$ cat config.mk
export PLATFORM = sky130hd
export DESIGN_NAME = mycpu_top
export DESIGN_NICKNAME = d
export VERILOG_FILES = /design/src/isa_pkg.sv /design/src/pipe_pkg.sv /design/src/sram_if.sv /design/src/fetch_stage.sv /design/src/decode_stage.sv /design/src/exec_stage.sv /design/src/mem_stage.sv /design/src/hazard_ctrl.sv /design/src/mycpu_top.sv
export SDC_FILE = /design/constraint.sdc
export NUM_CORES = 2
export LEC_CHECK = 0
export BUFFER_PORTS_ARGS = -buffer_cell sky130_fd_sc_hd__buf_2
export CAP_MARGIN = 0
export CORE_MARGIN = 8
export CORE_UTILIZATION = 42
export DETAILED_ROUTE_END_ITERATION = 7
export HOLD_SLACK_MARGIN = 0.03
export PLACE_DENSITY_LB_ADDON = 0.25
export SYNTH_ARGS = -nofsm -noshare
export SYNTH_HDL_FRONTEND = slang
export SYNTH_SLANG_ARGS = --single-unit
export TNS_END_PERCENT = 5
$ cat constraint.sdc
create_clock -name clk -period 5.9 [get_ports clk]
set_clock_uncertainty 0.2 [all_clocks]
set_input_delay 0.295 -clock clk [delete_from_list [all_inputs] [get_ports clk]]
set_output_delay 0.295 -clock clk [all_outputs]
set_load 0.02 [all_outputs]
$ cat src/isa_pkg.sv
package isa_pkg;

	localparam int xlen = 32;
	localparam int reg_addr_w = 5;

	// first fetch after reset
	localparam logic [xlen-1:0] reset_pc = 32'hbfc0_0000;

	// access size code, same on both ports
	localparam logic [1:0] size_word = 2'b10;

	typedef enum logic [5:0] {
		op_special = 6'h00,
		op_j       = 6'h02,
		op_beq     = 6'h04,
		op_bne     = 6'h05,
		op_addiu   = 6'h09,
		op_lui     = 6'h0f,
		op_lw      = 6'h23,
		op_sw      = 6'h2b
	} opcode_t;

	typedef enum logic [5:0] {
		fn_addu = 6'h21,
		fn_subu = 6'h23,
		fn_and  = 6'h24,
		fn_or   = 6'h25,
		fn_slt  = 6'h2a
	} funct_t;

endpackage

$ cat src/pipe_pkg.sv
package pipe_pkg;

	typedef enum logic [2:0] {alu_add, alu_sub, alu_and, alu_or, alu_slt, alu_lui} alu_op_t;

	// decode operand source
	typedef enum logic [1:0] {fwd_regfile, fwd_mem, fwd_wb} fwd_sel_t;

	typedef struct packed {
		logic                              valid;
		logic [isa_pkg::xlen-1:0]          pc;
		logic [isa_pkg::xlen-1:0]          a;
		logic [isa_pkg::xlen-1:0]          b;
		logic [isa_pkg::xlen-1:0]          imm;
		alu_op_t                           alu_op;
		logic                              use_imm;
		logic [isa_pkg::reg_addr_w-1:0]    dest;
		logic                              reg_write;
		logic                              mem_read;
		logic                              mem_write;
	} de_rec_t;

	typedef struct packed {
		logic                              valid;
		logic [isa_pkg::xlen-1:0]          pc;
		logic [isa_pkg::xlen-1:0]          result;
		logic [isa_pkg::xlen-1:0]          store_data;
		logic [isa_pkg::reg_addr_w-1:0]    dest;
		logic                              reg_write;
		logic                              mem_read;
		logic                              mem_write;
	} em_rec_t;

	typedef struct packed {
		logic                              valid;
		logic [isa_pkg::xlen-1:0]          pc;
		logic [isa_pkg::reg_addr_w-1:0]    dest;
		logic                              reg_write;
		logic [isa_pkg::xlen-1:0]          data;
	} wb_rec_t;

endpackage

$ cat src/sram_if.sv
interface sram_if;
	logic        req;
	logic        wr;
	logic [1:0]  size;
	logic [31:0] addr;
	logic [31:0] wdata;
	logic [31:0] rdata;
	logic        addr_ok;
	logic        data_ok;

	modport master (output req, wr, size, addr, wdata, input rdata, addr_ok, data_ok);
	modport slave (input req, wr, size, addr, wdata, output rdata, addr_ok, data_ok);
endinterface

$ cat src/fetch_stage.sv
module fetch_stage (
	input  logic        clk,
	input  logic        reset,
	sram_if.master      imem,
	input  logic        redirect,
	input  logic [31:0] target,
	input  logic        stall,
	output logic        inst_valid,
	output logic [31:0] inst,
	output logic [31:0] pc,
	output logic        busy
);
	import isa_pkg::*;

	logic [xlen-1:0] fetch_pc;
	logic [xlen-1:0] req_pc;
	logic [xlen-1:0] pend_target;
	logic            pend;
	logic            waiting;
	logic            started;
	logic            buf_valid;
	logic            take;
	logic            accept;

	assign take = buf_valid && !stall;
	assign accept = imem.req && imem.addr_ok;

	// one access in flight, next one only once the buffer frees up
	assign imem.req = started && !waiting && (!buf_valid || take);
	assign imem.wr = 1'b0;
	assign imem.size = size_word;
	assign imem.addr = fetch_pc;
	assign imem.wdata = '0;

	assign inst_valid = buf_valid;
	assign busy = !buf_valid;

	always_ff @(posedge clk) begin
		if (reset) begin
			started <= 1'b0;
			waiting <= 1'b0;
			buf_valid <= 1'b0;
			pend <= 1'b0;
			fetch_pc <= reset_pc;
		end else begin
			started <= 1'b1;
			// redirect lands after the delay slot request goes out
			if (accept) begin
				waiting <= 1'b1;
				pend <= 1'b0;
				fetch_pc <= redirect ? target : (pend ? pend_target : fetch_pc + 32'd4);
			end else if (redirect) begin
				pend <= 1'b1;
			end
			if (take)
				buf_valid <= 1'b0;
			if (imem.data_ok) begin
				waiting <= 1'b0;
				buf_valid <= 1'b1;
			end
		end
		if (redirect)
			pend_target <= target;
		if (accept)
			req_pc <= fetch_pc;
		if (imem.data_ok) begin
			inst <= imem.rdata;
			pc <= req_pc;
		end
	end

	a_req_held: assert property (@(posedge clk) disable iff (reset)
		imem.req && !imem.addr_ok |=> imem.req && $stable(imem.addr));

endmodule

$ cat src/decode_stage.sv
module decode_stage (
	input  logic               clk,
	input  logic               reset,
	input  logic               inst_valid,
	input  logic [31:0]        inst,
	input  logic [31:0]        pc,
	input  logic               stall_d,
	input  logic               stall_all,
	input  pipe_pkg::fwd_sel_t fwd_a,
	input  pipe_pkg::fwd_sel_t fwd_b,
	input  pipe_pkg::em_rec_t  mem_fwd,
	input  pipe_pkg::wb_rec_t  wb,
	output logic               redirect,
	output logic [31:0]        target,
	output logic [4:0]         src_a,
	output logic [4:0]         src_b,
	output logic               use_a,
	output logic               use_b,
	output pipe_pkg::de_rec_t  de
);
	import isa_pkg::*;
	import pipe_pkg::*;

	logic [xlen-1:0]       rf [32];
	opcode_t               op;
	funct_t                fn;
	alu_op_t               alu_op;
	logic                  use_imm;
	logic                  reg_write;
	logic                  mem_read;
	logic                  mem_write;
	logic                  is_branch;
	logic                  is_j;
	logic [reg_addr_w-1:0] dest;
	logic [xlen-1:0]       opnd_a;
	logic [xlen-1:0]       opnd_b;
	logic [xlen-1:0]       imm_ext;
	logic [xlen-1:0]       pc4;
	logic                  taken;

	function automatic logic [xlen-1:0] pick(fwd_sel_t sel, logic [reg_addr_w-1:0] idx);
		logic [xlen-1:0] val;
		case (sel)
			fwd_mem: val = mem_fwd.result;
			fwd_wb:  val = wb.data;
			default: val = (idx == '0) ? '0 : rf[idx];
		endcase
		return val;
	endfunction

	assign op = opcode_t'(inst[31:26]);
	assign fn = funct_t'(inst[5:0]);
	assign src_a = inst[25:21];
	assign src_b = inst[20:16];
	assign imm_ext = {{16{inst[15]}}, inst[15:0]};
	assign pc4 = pc + 32'd4;

	always_comb begin
		alu_op = alu_add;
		use_imm = 1'b1;
		reg_write = 1'b0;
		mem_read = 1'b0;
		mem_write = 1'b0;
		is_branch = 1'b0;
		is_j = 1'b0;
		use_a = 1'b0;
		use_b = 1'b0;
		dest = inst[20:16];
		case (op)
			op_special: begin
				use_a = 1'b1;
				use_b = 1'b1;
				use_imm = 1'b0;
				dest = inst[15:11];
				reg_write = 1'b1;
				case (fn)
					fn_addu: alu_op = alu_add;
					fn_subu: alu_op = alu_sub;
					fn_and:  alu_op = alu_and;
					fn_or:   alu_op = alu_or;
					fn_slt:  alu_op = alu_slt;
					default: reg_write = 1'b0;
				endcase
			end
			op_addiu: begin
				use_a = 1'b1;
				reg_write = 1'b1;
			end
			op_lui: begin
				alu_op = alu_lui;
				reg_write = 1'b1;
			end
			op_lw: begin
				use_a = 1'b1;
				reg_write = 1'b1;
				mem_read = 1'b1;
			end
			op_sw: begin
				use_a = 1'b1;
				use_b = 1'b1;
				mem_write = 1'b1;
			end
			op_beq, op_bne: begin
				use_a = 1'b1;
				use_b = 1'b1;
				is_branch = 1'b1;
			end
			op_j: is_j = 1'b1;
			default: ;
		endcase
	end

	////////////////////
	// branch resolve
	////////////////////
	assign opnd_a = pick(fwd_a, src_a);
	assign opnd_b = pick(fwd_b, src_b);
	assign taken = is_branch && ((op == op_beq) == (opnd_a == opnd_b));
	assign target = is_j ? {pc4[31:28], inst[25:0], 2'b00} : pc4 + {imm_ext[29:0], 2'b00};
	assign redirect = inst_valid && !stall_d && !stall_all && (is_j || taken);

	// register file, r0 never written
	always_ff @(posedge clk) begin
		if (wb.valid && wb.reg_write && wb.dest != '0)
			rf[wb.dest] <= wb.data;
	end

	always_ff @(posedge clk) begin
		if (reset)
			de.valid <= 1'b0;
		else if (!stall_all)
			de.valid <= inst_valid && !stall_d;
		if (!stall_all) begin
			de.pc <= pc;
			de.a <= opnd_a;
			de.b <= opnd_b;
			de.imm <= imm_ext;
			de.alu_op <= alu_op;
			de.use_imm <= use_imm;
			de.dest <= dest;
			de.reg_write <= reg_write;
			de.mem_read <= mem_read;
			de.mem_write <= mem_write;
		end
	end

endmodule

$ cat src/exec_stage.sv
module exec_stage (
	input  logic              clk,
	input  logic              reset,
	input  logic              stall_all,
	input  pipe_pkg::de_rec_t de,
	output pipe_pkg::em_rec_t em
);
	import isa_pkg::*;
	import pipe_pkg::*;

	logic [xlen-1:0] src2;
	logic [xlen-1:0] result;

	assign src2 = de.use_imm ? de.imm : de.b;

	always_comb begin
		case (de.alu_op)
			alu_sub: result = de.a - src2;
			alu_and: result = de.a & src2;
			alu_or:  result = de.a | src2;
			alu_slt: result = {31'b0, $signed(de.a) < $signed(src2)};
			alu_lui: result = {de.imm[15:0], 16'b0};
			default: result = de.a + src2;
		endcase
	end

	always_ff @(posedge clk) begin
		if (reset)
			em.valid <= 1'b0;
		else if (!stall_all)
			em.valid <= de.valid;
		if (!stall_all) begin
			em.pc <= de.pc;
			em.result <= result;
			em.store_data <= de.b;
			em.dest <= de.dest;
			em.reg_write <= de.reg_write;
			em.mem_read <= de.mem_read;
			em.mem_write <= de.mem_write;
		end
	end

endmodule

$ cat src/mem_stage.sv
module mem_stage (
	input  logic              clk,
	input  logic              reset,
	sram_if.master            dmem,
	input  pipe_pkg::em_rec_t em,
	input  logic              stall_all,
	output logic              busy,
	output pipe_pkg::wb_rec_t wb,
	output logic [31:0]       debug_wb_pc,
	output logic [3:0]        debug_wb_rf_wen,
	output logic [4:0]        debug_wb_rf_wnum,
	output logic [31:0]       debug_wb_rf_wdata
);
	import isa_pkg::*;

	logic            access;
	logic            waiting;
	logic            done;
	logic [xlen-1:0] ld_data;
	logic [xlen-1:0] rd_val;

	assign access = em.valid && (em.mem_read || em.mem_write);

	// done holds the result while the rest of the pipe is frozen
	assign dmem.req = access && !waiting && !done;
	assign dmem.wr = em.valid && em.mem_write && !waiting && !done;
	assign dmem.size = size_word;
	assign dmem.addr = em.result;
	assign dmem.wdata = em.store_data;

	assign busy = access && !done && !dmem.data_ok;
	assign rd_val = done ? ld_data : dmem.rdata;

	always_ff @(posedge clk) begin
		if (reset) begin
			waiting <= 1'b0;
			done <= 1'b0;
			wb.valid <= 1'b0;
		end else begin
			if (dmem.req && dmem.addr_ok)
				waiting <= 1'b1;
			if (dmem.data_ok)
				waiting <= 1'b0;
			done <= stall_all && (done || dmem.data_ok);
			// bubble while frozen so each record retires once
			wb.valid <= em.valid && !stall_all;
		end
		if (dmem.data_ok)
			ld_data <= dmem.rdata;
		wb.pc <= em.pc;
		wb.dest <= em.dest;
		wb.reg_write <= em.reg_write;
		wb.data <= em.mem_read ? rd_val : em.result;
	end

	////////////////////
	// trace
	////////////////////
	assign debug_wb_pc = wb.pc;
	assign debug_wb_rf_wen = {4{wb.valid && wb.reg_write && wb.dest != '0}};
	assign debug_wb_rf_wnum = wb.dest;
	assign debug_wb_rf_wdata = wb.data;

	a_req_held: assert property (@(posedge clk) disable iff (reset)
		dmem.req && !dmem.addr_ok |=> dmem.req && $stable(dmem.addr));

endmodule

$ cat src/hazard_ctrl.sv
module hazard_ctrl (
	input  logic               [4:0] src_a,
	input  logic               [4:0] src_b,
	input  logic               use_a,
	input  logic               use_b,
	input  pipe_pkg::de_rec_t  de,
	input  pipe_pkg::em_rec_t  em,
	input  pipe_pkg::wb_rec_t  wb,
	input  logic               fetch_busy,
	input  logic               mem_busy,
	output logic               stall_d,
	output logic               stall_all,
	output pipe_pkg::fwd_sel_t fwd_a,
	output pipe_pkg::fwd_sel_t fwd_b
);
	import pipe_pkg::*;

	function automatic logic hits(logic v, logic w, logic [4:0] d, logic [4:0] s);
		return v && w && d == s && s != '0;
	endfunction

	function automatic fwd_sel_t pick(logic [4:0] s);
		if (hits(em.valid, em.reg_write, em.dest, s))
			return fwd_mem;
		if (hits(wb.valid, wb.reg_write, wb.dest, s))
			return fwd_wb;
		return fwd_regfile;
	endfunction

	assign fwd_a = pick(src_a);
	assign fwd_b = pick(src_b);

	// no forward out of execute, and load data is too late in mem
	assign stall_d = (use_a && hits(de.valid, de.reg_write, de.dest, src_a))
		|| (use_b && hits(de.valid, de.reg_write, de.dest, src_b))
		|| (use_a && fwd_a == fwd_mem && em.mem_read)
		|| (use_b && fwd_b == fwd_mem && em.mem_read);

	assign stall_all = fetch_busy || mem_busy;

endmodule

$ cat src/mycpu_top.sv
module mycpu_top (
	input  logic        clk,
	input  logic        reset,
	output logic        inst_req,
	output logic        inst_wr,
	output logic [1:0]  inst_size,
	output logic [31:0] inst_addr,
	output logic [31:0] inst_wdata,
	input  logic [31:0] inst_rdata,
	input  logic        inst_addr_ok,
	input  logic        inst_data_ok,
	output logic        data_req,
	output logic        data_wr,
	output logic [1:0]  data_size,
	output logic [31:0] data_addr,
	output logic [31:0] data_wdata,
	input  logic [31:0] data_rdata,
	input  logic        data_addr_ok,
	input  logic        data_data_ok,
	output logic [31:0] debug_wb_pc,
	output logic [3:0]  debug_wb_rf_wen,
	output logic [4:0]  debug_wb_rf_wnum,
	output logic [31:0] debug_wb_rf_wdata
);
	import pipe_pkg::*;

	sram_if imem ();
	sram_if dmem ();

	logic        redirect;
	logic [31:0] target;
	logic        inst_valid;
	logic [31:0] inst;
	logic [31:0] d_pc;
	logic        fetch_busy;
	logic        mem_busy;
	logic        stall_d;
	logic        stall_all;
	logic [4:0]  src_a;
	logic [4:0]  src_b;
	logic        use_a;
	logic        use_b;
	fwd_sel_t    fwd_a;
	fwd_sel_t    fwd_b;
	de_rec_t     de;
	em_rec_t     em;
	wb_rec_t     wb;

	assign inst_req = imem.req;
	assign inst_wr = imem.wr;
	assign inst_size = imem.size;
	assign inst_addr = imem.addr;
	assign inst_wdata = imem.wdata;
	assign imem.rdata = inst_rdata;
	assign imem.addr_ok = inst_addr_ok;
	assign imem.data_ok = inst_data_ok;

	assign data_req = dmem.req;
	assign data_wr = dmem.wr;
	assign data_size = dmem.size;
	assign data_addr = dmem.addr;
	assign data_wdata = dmem.wdata;
	assign dmem.rdata = data_rdata;
	assign dmem.addr_ok = data_addr_ok;
	assign dmem.data_ok = data_data_ok;

	fetch_stage u_fetch (
		.clk(clk), .reset(reset), .imem(imem),
		.redirect(redirect), .target(target), .stall(stall_d | stall_all),
		.inst_valid(inst_valid), .inst(inst), .pc(d_pc), .busy(fetch_busy)
	);

	decode_stage u_decode (
		.clk(clk), .reset(reset), .inst_valid(inst_valid), .inst(inst), .pc(d_pc),
		.stall_d(stall_d), .stall_all(stall_all), .fwd_a(fwd_a), .fwd_b(fwd_b),
		.mem_fwd(em), .wb(wb), .redirect(redirect), .target(target),
		.src_a(src_a), .src_b(src_b), .use_a(use_a), .use_b(use_b), .de(de)
	);

	exec_stage u_exec (
		.clk(clk), .reset(reset), .stall_all(stall_all), .de(de), .em(em)
	);

	mem_stage u_mem (
		.clk(clk), .reset(reset), .dmem(dmem), .em(em), .stall_all(stall_all),
		.busy(mem_busy), .wb(wb),
		.debug_wb_pc(debug_wb_pc), .debug_wb_rf_wen(debug_wb_rf_wen),
		.debug_wb_rf_wnum(debug_wb_rf_wnum), .debug_wb_rf_wdata(debug_wb_rf_wdata)
	);

	hazard_ctrl u_hazard (
		.src_a(src_a), .src_b(src_b), .use_a(use_a), .use_b(use_b),
		.de(de), .em(em), .wb(wb), .fetch_busy(fetch_busy), .mem_busy(mem_busy),
		.stall_d(stall_d), .stall_all(stall_all), .fwd_a(fwd_a), .fwd_b(fwd_b)
	);

endmodule

==> metrics.yaml <==
detailed_routing:
  dr.first_iter.drc_count: 6635
  drc: 0
  viasPerCell: 6.28
  drt_wl_total_um: 250000
  wl_per_cell_um: 32.6
  dr.pass1.iters: 6
  vias: 48100
  final_antenna_net_count: 0
global_routing:
  gr-total-overflow: 0
  grt_pass1_vias: 46900
  antenna_found_initial: 8
  grt_start_max_net_pins: 190
  globalRouteTotalUtil_pct: 25.3
  grt_pass1_wl_um: 349000
logic_synthesis:
  synth_warnings: 0
  ys_seq_area_share_pct: 60.5
  ys_seq_elements: 1533
  postSynthCellCount: 4830
  synth_edf_count: 1412
  synth-async-reset-ratio_pct: 0
  yosys.area.top_type: "edfxtp_1"
  synth_cell_type_count: 86
  syn_area_um2: 74100
  synth_most_common_cell: "edfxtp_1"
  synth.avg_cell_area_um2: 15.4
  synth.top_cell.area_share_pct: 57.2
  synthTopCellsByCount: "edfxtp_1, mux4_2, nor2_1"
  ys_top_cells_by_area: "edfxtp_1, mux4_2, dfxtp_1"
  synth-main-ff-cell: "edfxtp_1"
clocking:
  cts_max_level: 4
  cts.path.max_buffers: 3
  cts_sinks: 1533
  cts_root_buf: "clkbuf_16"
  cts_tree: "built"
  path_clk_slew_ps: 60
  cts_inserted_buffers: 166
  insertion_delay_ps: 810
power:
  power.leakage_nw: 28.9
  vdd.ir_drop.worst_mv: 0.277
  power_density_nw_per_um2: 323
sta:
  min_period_over_period_pct: 94.0
  whs_ps: 80.2
  timing.final.hold_violations: 0
  rsz0062_at_grt: "no"
  fin_tns_setup_ps: 0
  slew_violations: 0
  setup_viol: 0
  fmax_mhz: 180
  slew-limit-headroom_pct: 14.7
  tightestPinTransition_ps: 1280
  period_needed_ps: 5540
worst_setup_path:
  critical_path.endpoint: "u_fetch.imem.addr[9]"
  r2r_slack_ps: 360
  cp_num_cells: 18
  path_max_fanout: 28
  reg2reg_depth: 18
  critPathCaptureType: "flop"
  start_kind: "flop"
  cp_cell_sequence: "buf_12 -> buf_12 -> mux4_2 -> a22oi_1 -> nand3_1 -> nand2_1 -> a21oi_1 -> xnor2_1 -> nand4_1 -> nor4_2 -> buf_4 -> a211oi_1 -> a21oi_2 -> o21ai_4 -> inv_4 -> buf_4 -> o31ai_1 -> a32o_1"
  max_stage_delay_ps: 600
  cp_slowest_cell: "dfxtp_4"
  crit_buf_inv: 5
  worstSetupPathType: "reg -> reg"
  rr_endpoint: "u_fetch.imem.addr[9]"
  critPathTopFamily: "simple AND/OR/NAND/NOR gates"
  critPathArrivalTime_ps: 6030
  worstPathRequired_ps: 6390
cells_and_area:
  largest_register_ff_count: 1024
  top_regs: "u_decode.rf (1024), u_decode.de (125), u_exec.em (105)"
  area_delta_synth_final_pct: 14.7
  largest_register: "u_decode.rf"
  postLayoutCellArea_um2: 85100
  nNetsFinal: 5390
  drive_gt1_share_pct: 25.3
die:
  num_io_pins: 279
  dieWidth_um: 436
  die_area_um2: 190000
  start_util_pct: 42.2
  die_h_um: 436
  rows: 154
  core_um2: 176000
placement:
  routabilityCongestion: 0.930
  dp_hpwl_um: 166000
  place_area_um2: 78300
  port_buffers: 241
run_status:
  run_status: "finished clean"
job:
  maxCapViolCount: 0
worst_hold_path:
  hp-class: "in -> reg"
-- metal layers --
metal	wire, um	track usage (%)	vias up
li1	-	-	19900
met1	95700	33.4	24900
met2	115000	39.8	2833
met3	25500	5.81	559
met4	13400	11.7	2
met5	13	0	-
-- metrics by stage --
| step | std cells | util, % | setup slack, ps | power (W) |
|---|---|---|---|---|
| after floorplan | 4897 | - | 534 | 0.0154 |
| after global placement | 7237 | 44.6 | 476 | 0.0169 |
| after detailed placement | 7237 | 44.6 | 428 | 0.0170 |
| after CTS | 7662 | 48.4 | 427 | 0.0275 |
| after global routing | 7662 | 48.4 | 205 | 0.0282 |
| final | 7665 | 48.4 | 355 | 0.0275 |
-- cell type report --
type | instances | area [um^2]
fillers | 14900 | 90700
flip-flops and latches | 1533 | 44900
multi-input cells | 2747 | 26700
repair buffers | 606 | 4580
clock buffers | 213 | 4550
well taps | 2340 | 2930
clock inverters | 88 | 956
inverters | 135 | 513
diodes | 3 | 7.51
-- logic make-up (layout without fill, tap and decap cells) --
kind of cell               count (synthesis)  count (layout)  share of synthesized area (%)
DFF                                     1533            1533                           60.5
AOI/OAI and AO/OA                        914             914                           8.38
and+or+nand+nor                          838             838                           5.47
muxes                                    660             660                           17.5
buffers and inverters                    617            1042                           4.31
xor gates and xnor gates                 135             135                           1.59
adders and majority gates                131             131                           2.24
other                                      2              72                         0.0101
-- cell usage in the layout (no fill, tap or decap), types with 57 or more instances in the layout --
cell type and count:
mux2i_1 130, inv_1 130, dlygate4sd3_1 124, o22ai_1 98, nand2_1 180, a211oi_1 82
nor2_1 225, buf_4 216, xnor2_1 78, buf_2 240, nand3_1 123, ha_1 128
edfxtp_1 1412, a21oi_1 251, o21ai_0 75, clkbuf_16 171, conb_1 69, a22oi_1 116
xor2_1 57, mux4_2 510, dfxtp_1 111
-- power by group --
part,switching (W),total (W),internal [W]
registers,0.000385,0.0128,0.0124
logic,0.00259,0.00414,0.00155
clock network,0.00441,0.0106,0.00619
total,0.00738,0.0275,0.0201
-- how the worst min path moves through the flow --
stage	endpoint	from	cells after the start
after floorplan	u_mem.debug_wb_pc[0]	u_exec.em[72]	0
after global routing	u_fetch.inst[23]	inst_rdata[23]	2
after CTS	u_fetch.inst[24]	inst_rdata[24]	2
final	u_fetch.inst[23]	inst_rdata[23]	2
after detailed placement	u_mem.debug_wb_pc[27]	u_exec.em[99]	0
after global placement	u_mem.debug_wb_pc[4]	u_exec.em[76]	0
-- timing repair --
item,in CTS,in global routing
endpoints found under the hold margin,189,0
hold buffers,124,0
gates resized for setup,0,0
setup endpoints to repair,0,0
buffers inserted,0,0
No activity file was read; power rests on OpenSTA's default activity.
